[src/hw/tcdm_pkg.sv]
// tcdm shared definitions
// width constants and the request/response payload structs for the core port

package tcdm_pkg;

  // byte address and data word sizes
  localparam int unsigned AddrWidth = 32;
  localparam int unsigned DataWidth = 32;
  localparam int unsigned BeWidth   = DataWidth / 8; // one enable per byte lane
  localparam int unsigned IdWidth   = 4;

  // core request payload, 73 bits
  // field order is fixed since testbench and banks share the layout
  typedef struct packed {
    logic [AddrWidth-1:0] addr;  // byte address, low two bits ignored
    logic [DataWidth-1:0] wdata; // write data, don't care on reads
    logic [BeWidth-1:0]   be;    // byte enables for writes
    logic                 we;    // 1 = write, 0 = read
    logic [IdWidth-1:0]   id;    // echoed back with read data
  } tcdm_req_t;

  // read response payload, 36 bits
  typedef struct packed {
    logic [DataWidth-1:0] rdata; // word read from the bank
    logic [IdWidth-1:0]   id;    // id of the read that produced it
  } tcdm_rsp_t;

endpackage

[src/hw/tcdm_resp_merge.sv]
// response merger
// funnels the bank responses into one ordered stream through a
// two-entry fall-through buffer and reports room for new reads

`timescale 1ns/1ps

module tcdm_resp_merge #(
  parameter int unsigned NbBanks = 4
) (
  input  logic                  clk_i,
  input  logic                  rst_ni,
  input  logic                  rd_issue_i,
  input  logic [NbBanks-1:0]    bank_rvalid_i,
  input  tcdm_pkg::tcdm_rsp_t   bank_rsp_i [NbBanks],
  output logic                  rsp_room_o,
  output logic                  core_rvalid_o,
  output tcdm_pkg::tcdm_rsp_t   core_rsp_o,
  input  logic                  core_rready_i
);

  tcdm_pkg::tcdm_rsp_t fifo_q [2]; // two response slots
  tcdm_pkg::tcdm_rsp_t in_rsp;
  logic                in_valid;
  logic                wr_ptr_q, rd_ptr_q;
  logic [1:0]          cnt_q;
  logic                inflight_q; // read granted last cycle whose data arrives now
  logic [1:0]          occ;
  logic                push, pop, empty;

  // at most one bank answers per cycle
  always_comb begin
    in_rsp = '0;
    for (int b = 0; b < NbBanks; b++) begin
      if (bank_rvalid_i[b]) in_rsp = bank_rsp_i[b];
    end
  end
  assign in_valid = |bank_rvalid_i;

  assign empty = (cnt_q == 2'd0);
  assign pop   = !empty && core_rready_i;
  assign push  = in_valid && !(empty && core_rready_i); // bypass when empty and ready

  // head of buffer wins over the straight-through path
  assign core_rvalid_o = !empty || in_valid;
  assign core_rsp_o    = empty ? in_rsp : fifo_q[rd_ptr_q];

  always_ff @(posedge clk_i) begin
    if (push) fifo_q[wr_ptr_q] <= in_rsp;
  end

  always_ff @(posedge clk_i or negedge rst_ni) begin
    if (!rst_ni) begin
      wr_ptr_q   <= 1'b0;
      rd_ptr_q   <= 1'b0;
      cnt_q      <= 2'd0;
      inflight_q <= 1'b0;
    end else begin
      if (push) wr_ptr_q <= ~wr_ptr_q;
      if (pop)  rd_ptr_q <= ~rd_ptr_q;
      cnt_q      <= cnt_q + 2'(push) - 2'(pop);
      inflight_q <= rd_issue_i;
    end
  end

  // entries plus the response on its way where two means full
  assign occ        = cnt_q + 2'(inflight_q);
  assign rsp_room_o = (occ < 2'd2);

  assert property (@(posedge clk_i) disable iff (!rst_ni) $onehot0(bank_rvalid_i))
    else $error("tcdm_resp_merge: several banks answered at once");

  assert property (@(posedge clk_i) disable iff (!rst_ni)
    (push && !pop) |-> (cnt_q != 2'd2))
    else $error("tcdm_resp_merge: response buffer overflow");

endmodule

[config.mk]
export PLATFORM = sky130hd
export DESIGN_NAME = tcdm_resp_merge
export DESIGN_NICKNAME = d
export VERILOG_FILES = /design/src/hw/tcdm_pkg.sv /design/src/hw/tcdm_resp_merge.sv
export SDC_FILE = /design/constraint.sdc
export NUM_CORES = 1
export LEC_CHECK = 0
export BUFFER_PORTS_ARGS = -buffer_cell sky130_fd_sc_hd__buf_2
export CAP_MARGIN = 25
export CORE_MARGIN = 2
export CORE_UTILIZATION = 39
export CTS_CLUSTER_SIZE = 28
export DETAILED_ROUTE_END_ITERATION = 6
export PLACE_DENSITY = 0.74
export RECOVER_POWER = 50
export SLEW_MARGIN = 20
export SYNTH_ARGS = -nofsm -noshare
export SYNTH_HDL_FRONTEND = slang
export SYNTH_SLANG_ARGS = --single-unit
[constraint.sdc]
create_clock -name clk_i -period 6 [get_ports clk_i]
set_input_delay 0.9 -clock clk_i [delete_from_list [all_inputs] [get_ports clk_i]]
set_output_delay 0.9 -clock clk_i [all_outputs]
set_load 0.005 [all_outputs]
Word-level counts from Yosys, hierarchy flattened
Memories as Yosys holds them, arrays and structs flattened.
Index checks and enable logic that the tools add are counted.
{"block": "totals", "wordCells": 26, "mem_count": 1, "mem_bits_rw": 72, "ff_bits": 5, "input_bits": 152, "latch_bits": 0, "output_inout_bits": 38, "romBits": 0}
{"memory": "fifo_q", "words": 2, "width": 36, "rd": 1, "rd_clocked_by_memory_dff": 0, "write_ports": 1, "line": "tcdm_resp_merge.sv:21", "source": "tcdm_pkg::tcdm_rsp_t fifo_q [2];"}
{"block": "op_classes", "n_eq_ne": 0, "n_div": 0, "add_sub_neg": 3, "bitwise": 2, "n_shift": 0, "multipliers": 0, "reduce_logical": 8, "mux": 7, "order_cmp": 1}
{"cell": "2-to-1 mux 36 bit", "count": 5}
{"cell": "adder 2 x 1 -> 2 bit", "count": 2}
{"cell": "OR reduction 4 bit", "count": 1}
{"cell": "logical AND 1 bit", "count": 3}
{"cell": "logical NOT 1 bit", "count": 2}
{"cell": "logical NOT 2 bit", "count": 1}
{"cell": "< comparator 2 bit, second input constant", "count": 1}
{"cell": "2-to-1 mux 1 bit", "count": 2}
{"cell": "NOT 1 bit", "count": 2}
{"cell": "subtractor 2 x 1 -> 2 bit", "count": 1}
{"cell": "logical OR 1 bit", "count": 1}

Depth between registers and ports, before layout
{"block": "logic_depth", "ltp_word": 6, "mapped_depth": 8, "depth_no_buf": 7}

Least setup slack after synthesis
OpenSTA, ideal clock, no wires.
{"block": "synth_path", "path_type": "input -> register", "startpoint": "in bank_rvalid_i[1]", "endpoint": "mem fifo_q[0][0] in the netlist's numbering (enable)", "cell_stages": 4, "setup_slack_ns": 2.603, "setup_time_ns": 0.434, "required_time_ns": 5.566, "t_arrival_ns": 2.963, "n_path_buf": 1, "cell_sequence": "buf_4 nor4_4 a21oi_1 nor2b_1"}
{"block": "synth_between", "elab_chain_len": 4}
{"item": "start: declaration", "line": "tcdm_resp_merge.sv:13", "source": "input logic [NbBanks-1:0] bank_rvalid_i,"}
{"item": "OR reduction 4 bit", "line": "tcdm_resp_merge.sv:37", "source": "assign in_valid = |bank_rvalid_i;"}
{"item": "logical AND 1 bit", "line": "tcdm_resp_merge.sv:41", "source": "assign push = in_valid && !(empty && core_rready_i);"}
{"item": "2-to-1 mux 1 bit", "line": "tcdm_resp_merge.sv:48", "source": "if (push) fifo_q[wr_ptr_q] <= in_rsp;"}
{"item": "2-to-1 mux 1 bit (implied by the code)", "line": "tcdm_resp_merge.sv:48"}
{"item": "end: declaration", "line": "tcdm_resp_merge.sv:21"}
No other way between the ends.

==> results by group <==
Setup path
  • WS Path Type: in2out
  • R2R cell count: 7
  • CP max FO: 37
  • R2R Setup Slk: between 3000 and 4000 ps
  • Most frequent CP cell: clkbuf_1
  • Setup crit end kind: output port
  • CP Data Arrival Time: 3420 ps
  • Worst path bufs/invs: 3
  • CP max stage delay: 1360 ps
  • Crit path cell chain: clkbuf_1, clkbuf_1, a221oi_1, o31ai_1, buf_2
  • Critical path required time: just over 5000 ps
  • CP top delay family: buffers and inverters
  • CP max stage cell: clkbuf_1
  • R2r endpoint: cnt_q[1]
  • CP startpoint kind: input port
  • RR Startpoint: cnt_q[0]

Detailed routing
  • Drt total wl: roughly 11 mm
  • Via Count: 3622
  • DRC: 0
  • Antenna viol nets, final: 0
  • Met2 Wirelength: between 5 and 6 mm
  • Drt initial violations: approximately 120
  • Met3 WL post-DR: 514 um
  • Drt via density: around 5.3
  • Top sig layer: met4
  • Detailed-router iteration count before antenna repair: 5
  • Routed met1 length: ~4.9 mm
  • Avg WL per Cell: approximately 16 um

Floorplan
  • Chip Width: ~110 um
  • Initial Util: between 30 and 40%
  • Core area: 12000 um2
  • Die extent in y: between 100 and 150 um
  • Row Count: 40
  • Ports: 190
  • Total die area: 13100 um2

STA
  • Final slew viol count: 38
  • Final Cycle Share: between 70% and 80%
  • Setup TNS: 0 ps
  • Relative slew slack: -24.0%
  • Min Tclk post-route: around 4300 ps
  • Worst-Margin Slew: approximately 1900 ps
  • Setup Viol. Count Final: 0
  • Clock skew: between 8 and 9 ps
  • Fin. Hold Viols: 0
  • RSZ-0062 raised after global routing: false
  • Peak Freq: about 230 MHz

Power
  • Pwr dens: between 400 and 500 nW/um2
  • Total power: 2520 uW
  • Worst VDD drop: between 200 and 250 uV
  • P_leak: between 0.002 and 0.0025 uW

Clock network
  • Sink Count: between 70 and 80
  • Clock transition at path regs: ~60 ps
  • TritonCTS Buffers: 9
  • Root buf cell: clkbuf_16
  • # Post-CTS Setup Buffers: 0
  • Worst-Skew Late Latency: 320 ps
  • PostCTS Resize Cnt: 0
  • Max clock buf depth: 2
  • H-Tree Depth: 3
  • Post-cts hold buffer count: 0
  • CTS tree: done

Finish
  • Post-Layout Cell Count: between 600 and 700
  • Share of layout cells above drive strength 1: 57.9%
  • Antenna Cells: 0
  • Area growth syn-to-layout: 22.9%
  • # nets final: 680
  • Finished Cell Area: 5870 um2

Synth
  • Ys Warns: 0
  • Mean Syn Cell Area: ~14 um2
  • Number of distinct library cells after synthesis: 37
  • Cells after Synth: approximately 350
  • Async SR Flop Fraction: 6.49%
  • Top FF cell, synth: edfxtp_1
  • Net count after synthesis: 506
  • FF+latch count, synth: just under 80
  • Synthesized area: ~4800 um2
  • Sequential area share after synthesis: a little under half
  • EDFF count, synth: 72

Status
  • Status: complete, but fails checks
  • Violated checks: capacitance limit, slew limit

Flow run
  • Max cap viols: 1

GRT
  • Largest net degree at the start of global routing: 75
  • Global-route wire length before repair: 17.0 mm
  • GRT overflow: 0
  • Vias in the first global route: approximately 3600
  • Total track usage: between 15 and 20%
  • Initial antenna violation count: 0

Placed design
  • Port buffer count: between 150 and 200
  • Post-DP HPWL: a little under 8 mm
  • DP Area: around 5700 um2
  • Final GP Congestion: 0.735
  • Post-Place Cells: 660

Hold path
  • Hold Path Class: in2async
-- how the worst max path moves through the flow --
stage                           startpoint             to  depth (start not counted)
final                     bank_rvalid_i[1]  core_rsp_o[3]                          5
after global routing      bank_rvalid_i[1]  core_rsp_o[3]                          5
after CTS                 bank_rvalid_i[0]  core_rsp_o[3]                          6
after detailed placement  bank_rvalid_i[0]  core_rsp_o[3]                          6
after global placement    bank_rvalid_i[0]  core_rsp_o[3]                          6
after floorplan           bank_rvalid_i[1]   fifo_q[0][0]                          4
-- flip-flops by register name, indices dropped and copies added, names as in the netlist --
| register | cells |
|---|---|
| inflight_q | 1 |
| wr_ptr_q | 1 |
| rd_ptr_q | 1 |
| cnt_q | 2 |
| fifo_q | 72 |
-- kinds of logic (layout without fill, tap and decap cells) --
logic type,count (synthesis),in the layout,share of synthesized area (%)
AOI/OAI and AO/OA,111,111,29.0
xor gates and xnor gates,3,3,0.550
adders and majority gates,1,1,0.262
buffers and inverters,35,214,5.79
DFF,77,77,47.9
muxes,36,36,8.49
and+or+nand+nor,90,90,8.05
-- metal layers --
| metal | vias to the layer above | track usage [%] |
|---|---|---|
| li1 | 1767 | - |
| met1 | 1736 | 20.1 |
| met2 | 117 | 29.3 |
| met3 | 2 | 2.44 |
| met4 | 0 | 4.80 |
| met5 | - | 0 |
-- report_power, final --
group | internal [uW] | switching (uW)
Clock | 321 | 199
Sequential | 832 | 100
Combinational | 522 | 546
Total | 1680 | 845
-- per-stage QoR --
stage	worst slack (ps)	utilization, %	hold WS [ps]
after global routing	1530	49.1	435
final	1680	49.1	425
after floorplan	2600	-	455
after detailed placement	2330	47.7	532
after CTS	2330	50.1	375
after global placement	2380	47.5	521
-- Yosys cell counts (4+ instances only) --
cell type / number / area (um2)
a221oi_1: 6 / 52.6
a221oi_2: 30 / 450
buf_2: 11 / 55.1
buf_4: 6 / 45.0
buf_6: 4 / 45.0
clkbuf_1: 5 / 18.8
dfrtp_1: 5 / 125
edfxtp_1: 72 / 2160
mux2_2: 36 / 405
nand2_1: 39 / 146
nor2_1: 38 / 143
o22ai_1: 5 / 31.3
o22ai_2: 27 / 338
o31ai_1: 5 / 37.5
o31ai_2: 30 / 375
-- cells in the final DEF (no fill, tap or decap), types with 2 or more instances in the layout --
cell	Yosys	final
buf_2	11	185
edfxtp_1	72	72
nand2_1	39	39
nor2_1	38	38
a221oi_1	6	36
mux2_2	36	36
o31ai_2	30	30
o22ai_2	27	27
clkbuf_16	0	9
clkbuf_1	5	6
o22ai_1	5	5
o31ai_1	5	5
dfrtp_1	5	4
buf_16	0	4
o22ai_4	3	3
nand4_1	3	3
nor2b_4	0	2
inv_1	2	2
xnor2_1	2	2
clkinvlp_4	0	2
clkinv_2	0	2
-- cell type report --
cell class / instances / area, um2
tap: 147 / 184
sequential: 77 / 2290
clock inverter: 6 / 63.8
timing repair buffer: 195 / 1060
clock buffer: 10 / 229
multi-input combinational: 241 / 2030
fill: 1120 / 6090
inverter: 3 / 11.3
Power figures use the tool's default switching activity.
