File: src/hw/tcdm_pkg.sv
// tcdm shared definitions
// width constants and the request/response payload structs for the core port

package tcdm_pkg;

  // byte address and data word sizes
  localparam int unsigned AddrWidth = 32;
  localparam int unsigned DataWidth = 32;
  localparam int unsigned BeWidth   = DataWidth / 8; // one enable per byte lane
  localparam int unsigned IdWidth   = 4;

  // core request payload, 73 bits
  // field order is fixed since testbench and banks share the layout
  typedef struct packed {
    logic [AddrWidth-1:0] addr;  // byte address, low two bits ignored
    logic [DataWidth-1:0] wdata; // write data, don't care on reads
    logic [BeWidth-1:0]   be;    // byte enables for writes
    logic                 we;    // 1 = write, 0 = read
    logic [IdWidth-1:0]   id;    // echoed back with read data
  } tcdm_req_t;

  // read response payload, 36 bits
  typedef struct packed {
    logic [DataWidth-1:0] rdata; // word read from the bank
    logic [IdWidth-1:0]   id;    // id of the read that produced it
  } tcdm_rsp_t;

endpackage

File: src/hw/tcdm_sram.sv
// behavioral single-port sram for one tcdm bank
// byte-lane writes, registered read data, contents start as all ones

`timescale 1ns/1ps

module tcdm_sram #(
  parameter int unsigned BankWords = 64
) (
  input  logic                               clk_i,
  input  logic                               rst_ni,
  input  logic                               req_i,
  input  logic                               we_i,
  input  logic [$clog2(BankWords)-1:0]       addr_i,
  input  logic [tcdm_pkg::DataWidth-1:0]     wdata_i,
  input  logic [tcdm_pkg::BeWidth-1:0]       be_i,
  output logic [tcdm_pkg::DataWidth-1:0]     rdata_o
);

  logic [tcdm_pkg::DataWidth-1:0] mem_q [BankWords];
  logic [tcdm_pkg::DataWidth-1:0] rdata_q; // holds last read word

  // power-up contents, same as the "ones" init of the real macro
  initial begin
    for (int w = 0; w < BankWords; w++) begin
      mem_q[w] = '1;
    end
  end

  // write path, one byte lane at a time
  always_ff @(posedge clk_i) begin
    if (req_i && we_i) begin
      for (int b = 0; b < tcdm_pkg::BeWidth; b++) begin
        if (be_i[b]) begin
          mem_q[addr_i][b*8 +: 8] <= wdata_i[b*8 +: 8];
        end
      end
    end
  end

  // read path, word sampled on the request edge
  always_ff @(posedge clk_i) begin
    if (req_i && !we_i) begin
      rdata_q <= mem_q[addr_i]; // previous value kept when idle
    end
  end

  assign rdata_o = rdata_q;

  // a write with no lanes enabled points at a broken master
  assert property (@(posedge clk_i) disable iff (!rst_ni)
    (req_i && we_i) |-> (be_i != '0))
    else $error("tcdm_sram: write with all byte enables low");

endmodule

File: src/hw/tcdm_bank.sv
// one tcdm bank
// wraps the sram, throttles its grant with an lfsr, echoes the read id
// and flags read data one cycle after the grant

`timescale 1ns/1ps

module tcdm_bank #(
  parameter int unsigned BankWords     = 64,
  parameter logic [15:0] GrantThrottle = 16'hace1 // nonzero lfsr seed
) (
  input  logic                  clk_i,
  input  logic                  rst_ni,
  input  logic                  stall_en_i,
  input  logic                  req_i,
  input  tcdm_pkg::tcdm_req_t   req_data_i,
  output logic                  gnt_o,
  output logic                  rvalid_o,
  output tcdm_pkg::tcdm_rsp_t   rsp_o
);

  localparam int unsigned WordBits = $clog2(BankWords);

  logic [15:0]                      lfsr_q;
  logic                             lfsr_fb;
  logic                             gnt_q;
  logic                             rvalid_q;
  logic [tcdm_pkg::IdWidth-1:0]     id_q;
  logic                             xfer;    // req and gnt this cycle
  logic                             rd_gnt;  // granted read
  logic [WordBits-1:0]              word_idx;
  logic [tcdm_pkg::DataWidth-1:0]   sram_rdata;

  // 16-bit fibonacci lfsr with taps 16,14,13,11
  assign lfsr_fb = lfsr_q[15] ^ lfsr_q[13] ^ lfsr_q[12] ^ lfsr_q[10];

  always_ff @(posedge clk_i or negedge rst_ni) begin
    if (!rst_ni) begin
      lfsr_q <= GrantThrottle;
      gnt_q  <= 1'b1; // banks come out of reset ready
    end else begin
      lfsr_q <= {lfsr_q[14:0], lfsr_fb};
      // roughly 3 of 4 cycles granted when throttling
      gnt_q  <= stall_en_i ? (lfsr_q[0] | lfsr_q[3]) : 1'b1;
    end
  end

  assign gnt_o  = gnt_q;
  assign xfer   = req_i && gnt_q;
  assign rd_gnt = xfer && !req_data_i.we;

  // router already stripped the bank bits so the word index sits at bit 2
  assign word_idx = req_data_i.addr[2 +: WordBits];

  tcdm_sram #(
    .BankWords (BankWords)
  ) tcdm_sram_inst (
    .clk_i   (clk_i),
    .rst_ni  (rst_ni),
    .req_i   (xfer),
    .we_i    (req_data_i.we),
    .addr_i  (word_idx),
    .wdata_i (req_data_i.wdata),
    .be_i    (req_data_i.be),
    .rdata_o (sram_rdata)
  );

  // read valid is high for exactly the cycle after a granted read
  always_ff @(posedge clk_i or negedge rst_ni) begin
    if (!rst_ni) begin
      rvalid_q <= 1'b0;
    end else begin
      rvalid_q <= rd_gnt;
    end
  end

  // id rides along with the read
  always_ff @(posedge clk_i) begin
    if (rd_gnt) begin
      id_q <= req_data_i.id;
    end
  end

  assign rvalid_o    = rvalid_q;
  assign rsp_o.rdata = sram_rdata;
  assign rsp_o.id    = id_q;

endmodule

File: config.mk
export PLATFORM = sky130hd
export DESIGN_NAME = tcdm_bank
export DESIGN_NICKNAME = d
export VERILOG_FILES = /design/src/hw/tcdm_pkg.sv /design/src/hw/tcdm_sram.sv /design/src/hw/tcdm_bank.sv
export SDC_FILE = /design/constraint.sdc
export NUM_CORES = 2
export LEC_CHECK = 0
export BUFFER_PORTS_ARGS = -buffer_cell sky130_fd_sc_hd__buf_2
export CAP_MARGIN = 25
export CORE_MARGIN = 2
export CORE_UTILIZATION = 45
export DETAILED_ROUTE_END_ITERATION = 8
export MAX_ROUTING_LAYER = met4
export PLACE_DENSITY = 0.62
export SYNTH_ARGS = -nofsm -noshare
export SYNTH_HDL_FRONTEND = slang
export SYNTH_SLANG_ARGS = --single-unit
File: constraint.sdc
create_clock -name clk_i -period 3.1 [get_ports clk_i]
set_input_delay 0.93 -clock clk_i [delete_from_list [all_inputs] [get_ports clk_i]]
set_output_delay 0.93 -clock clk_i [all_outputs]
set_load 0.1 [all_outputs]
======== Yosys cells after proc, flatten, opt, wreduce, memory -nomap -nowiden ========
Memory sizes are Yosys's and may differ from the RTL's. A register that Yosys moved wholly into a read port is not among the register bits.
Index checks and enable logic that the tools add are counted.
operators by class
  multiplexer cells ....................... 13
  bitwise gates (word level) .............. 4
  reductions and logical operators ........ 4
operators with widths
  cell                 number
  $mux W1              13
  $logic_and A1 B1 Y1  3
  $xor A1 B1 Y1        3
  $logic_not A1 Y1     1
  $or A1 B1 Y1         1
storage, ports and cells
  register bits after elaboration ......... 22
  memory bits (writable) .................. 2,048
  input bits .............................. 77
  memories ................................ 1
memories
  memory                depth  width  read ports  clocked after memory_dff  wr ports  RTL line         text
  tcdm_sram_inst.mem_q  64     32     1           1                         1         tcdm_sram.sv:19  logic [tcdm_pkg::DataWidth-1:0] mem_q [BankWords];

======== Depth between registers and ports, before layout ========
  word-level depth ........................ 4
  mapped depth ............................ 11
  gate-level depth less buffers ........... 6

======== Hierarchy ========
Synthesis repeated with hierarchy kept, for this count alone.
unflattened totals
  cells, all modules ...................... 4,663
  area, all modules ....................... 80,368.3 µm²
modules (own cells, without submodules)
  module     times used  cells each  area each (µm²)  seq. area each (µm²)
  tcdm_sram  1           4,634       79,740.2         62,459.9
  tcdm_bank  1           29          628.1            581.8

======== Worst setup path before layout ========
No wires, ideal clock.
  kind .................................... input -> register
  start ................................... input req_data_i[44] (netlist name)
  end ..................................... memory tcdm_sram_inst.mem_q[4][0] (netlist name), enable pin
  library setup time ...................... 0.370 ns
  arrival time ............................ 2.651 ns
  required time ........................... 2.730 ns
  setup slack ............................. 0.079 ns
  cell stages on the path ................. 7
  buffers on the path ..................... 3
  path through ............................ buf_2 or2_2 buf_2 buf_1 nor2_1 nand2_1 nor2_1
RTL lines
  what             RTL line         text
  start, declared  tcdm_bank.sv:15  input tcdm_pkg::tcdm_req_t req_data_i,
  end, declared    tcdm_sram.sv:19
Straight into the memory's write port.

======== Worst setup path after layout ========
  start ................................... register tcdm_sram_inst.rdata_q, in the netlist tcdm_sram_inst.rdata_o[24], read port of tcdm_sram_inst.mem_q
  end ..................................... output rsp_o[28] (netlist name)
RTL lines
  what             RTL line         text
  start, declared  tcdm_sram.sv:20  logic [tcdm_pkg::DataWidth-1:0] rdata_q;
  end, declared    tcdm_bank.sv:18  output tcdm_pkg::tcdm_rsp_t rsp_o
No word-level cell between the ends.

==> impl_results.md <==
- Fin. max-slew vios: 0
- RR Startpoint: tcdm_sram_inst.mem_q[36][23]
- Slew HR: 0.350
- CTS tree: yes
- Initial antenna violation count: 29
- DR vias/cell: 6.15
- Global-route wire length before repair: 352000 um
- NumNets Final: 5604
- Clk sinks: 2102
- WP data required: 2170 ps
- Mapped Nets: 4803
- Antenna-violating nets left: 0
- Syn_area_per_cell: 17.1 um^2
- Routed length per instance: 31.2 um
- Worst Path Arrival: 2090 ps
- Mapped Cells: 4726
- Max Cap Viol: 0
- Fin Clk Skew: 36.6 ps
- Critical path launch point type: flip-flop
- Die width: 428 um
- Number of buffers created by CTS: 205
- # H-tree levels: 4
- Worst Path Buf+Inv: 1
- Peak VDD IR: 0.523 mV
- EDFF count, synth: 2084
- Reg2reg path depth: 6
- Sequential share of the synthesized area: 0.781
- GRT Overall Usage: 0.280
- Top cells by count, synth: edfxtp_1 (2084), nor2_1 (401), a221oi_1 (342)
- Delay-heaviest family, CP: flip-flops
- Clk pin slew, worst setup/hold paths: 60 ps
- P per Cell Area: 604 nW/um^2
- Crit. Startpoint: tcdm_sram_inst.rdata_o[24]
- Most used DFF post-synth: edfxtp_1
- Initial Util: 0.452
- CP cell instances: buf_2
- Post-synth top area share: 0.775
- Die Area: 183000 um^2
- Largest net degree at the start of global routing: 65
- Rows: 155
- Vias: 49578
- Netlist cell types: 57
- WL final: 252000 um
- Worst hold margin: 222 ps
- Post-Synthesis Cell Area: 80700 um^2
- Hold WC Path Type: input port to flip-flop
- Placement Setup Slack: -860 ps
- RSZ-0062 raised after global routing: no
- R2r setup slk: 430 ps
- DR iter-0 viols: 7443
- Core Box Area: 178000 um^2
- Kind of critical path: flip-flop to output port
- CP endpoint kind: output port
- # port buffers: 88
- Slew of the pin with the lowest slew margin: 975 ps
- Grt ovf: 0
- Height of the die: 428 um
- Root Driver: clkbuf_16
- Clock period minus worst slack: 3020 ps
- Post-DP HPWL: 172000 um
- Io pins: 115
- Placer Congestion: 0.928
- Worst-Skew Late Latency: 830 ps
- Placed cells: 7674
- Drt first pass iters: 6
- Final worst slack: 82.0 ps
- Drt drc: 0
- Most common cell in the netlist: edfxtp_1
- Finished Layout Cells: 8064
- RR Endpoint: tcdm_sram_inst.rdata_o[23]
- CTS max path bufs: 3
- FFs w/ async S/R, synth: 0.00856
- Register bit total from synthesis: 2102
- CP max stage cell: edfxtp_1
- Area Growth Syn to Fin: 20.4%
- Vias in the first global route: 47879
- Synth area leaders: edfxtp_1 (78%), a221oi_1 (3.7%), mux2i_1 (3.3%), nor2_1 (1.9%), o21ai_0 (1.4%)
- Maximum clock frequency: 331 MHz
- Final hold vios: 0
- Fraction of layout cells with a size suffix above 1: 0.247
- WP depth: 1
- Setup violations, final: 0
- Area leader, netlist: edfxtp_1
- Max incr delay on CP: 690 ps
- Status: finished, final reports clean
- Crit-path max FO: 3
- Period utilisation layout: 0.974
- Pleak: 32.6 nW
- Number of synthesis warnings: 0
- Worst setup path endpoint: rsp_o[28]
-- area by class of cell --
cell class / count / area, um^2
diodes: 20 / 50.0
clock inverters: 107 / 867
clock buffers: 262 / 5420
fillers: 14068 / 81200
flip-flops and latches: 2102 / 63000
multi-input cells: 2264 / 16200
inverters: 3 / 23.8
well taps: 2355 / 2950
repair buffers: 951 / 8610
-- kinds of logic after synthesis --
| group | count (synthesis) | share of synthesized area |
|---|---|---|
| compound gates | 1172 | 0.106 |
| simple gates | 680 | 0.0351 |
| flops | 2102 | 0.781 |
| xor+xnor | 3 | 0.000326 |
| mux | 409 | 0.0579 |
| buf+inv | 360 | 0.0200 |
-- worst min-delay path by stage --
stage,slack (ps),cells past startpoint,start,end
after floorplan,330,0,lfsr_q[1],lfsr_q[2]
after global placement,340,0,lfsr_q[4],lfsr_q[5]
after detailed placement,340,0,lfsr_q[1],lfsr_q[2]
after CTS,180,2,stall_en_i,gnt_o
after global routing,210,2,stall_en_i,gnt_o
final,220,2,stall_en_i,gnt_o
-- per-layer routing --
metal	wire [um]	global-route usage	share of wire
met2	117000	0.423	0.46
met1	97700	0.367	0.39
met4	11100	0.113	0.044
met5	0	-	0
met3	25900	0.0671	0.10
-- through the flow --
| stage | total power [mW] | cell area [um^2] | utilization | setup TNS [ps] |
|---|---|---|---|---|
| floorplan | 33.6 | 80700 | - | 0 |
| global placement | 35.7 | 90800 | 0.509 | -143480 |
| detailed placement | 35.7 | 90800 | 0.509 | -157240 |
| CTS | 58.9 | 97100 | 0.544 | 0 |
| global route | 60.2 | 97200 | 0.545 | 0 |
| finish | 58.7 | 97200 | 0.545 | 0 |
-- power breakdown --
part	internal (mW)	switching, mW
Combinational	1.35	2.49
Clock	13.0	10.6
Sequential	31.3	0.0407
-- sequential cells by signal (all words and copies together) (netlist names) --
| register | cells |
|---|---|
| id_q | 4 |
| gnt_o | 1 |
| tcdm_sram_inst.mem_q | 2048 |
| rvalid_o | 1 |
| tcdm_sram_inst.rdata_o | 32 |
| lfsr_q | 16 |
-- cell usage in the layout (no fill, tap or decap), types with 71 or more instances in the layout --
cell	synthesis	routed
buf_12	0	131
a221oi_1	342	342
nor2_1	401	392
edfxtp_1	2084	2084
a22oi_1	135	135
o21ai_0	227	227
mux2_2	95	95
a221o_1	71	71
mux2i_1	269	269
a22o_1	73	73
a21oi_1	118	118
buf_4	10	730
o22ai_1	119	119
clkbuf_16	0	206
nand2_1	162	156
buf_2	105	85
-- repair_timing --
item / 4_1_cts / 5_1_grt
setup buffers: 0 / 0
hold buffers: 1 / 0
resized for setup: 0 / 1
setup endpoints to repair: 0 / 1
endpoints found under the hold margin: 9 / 0
Power figures use the tool's default switching activity.
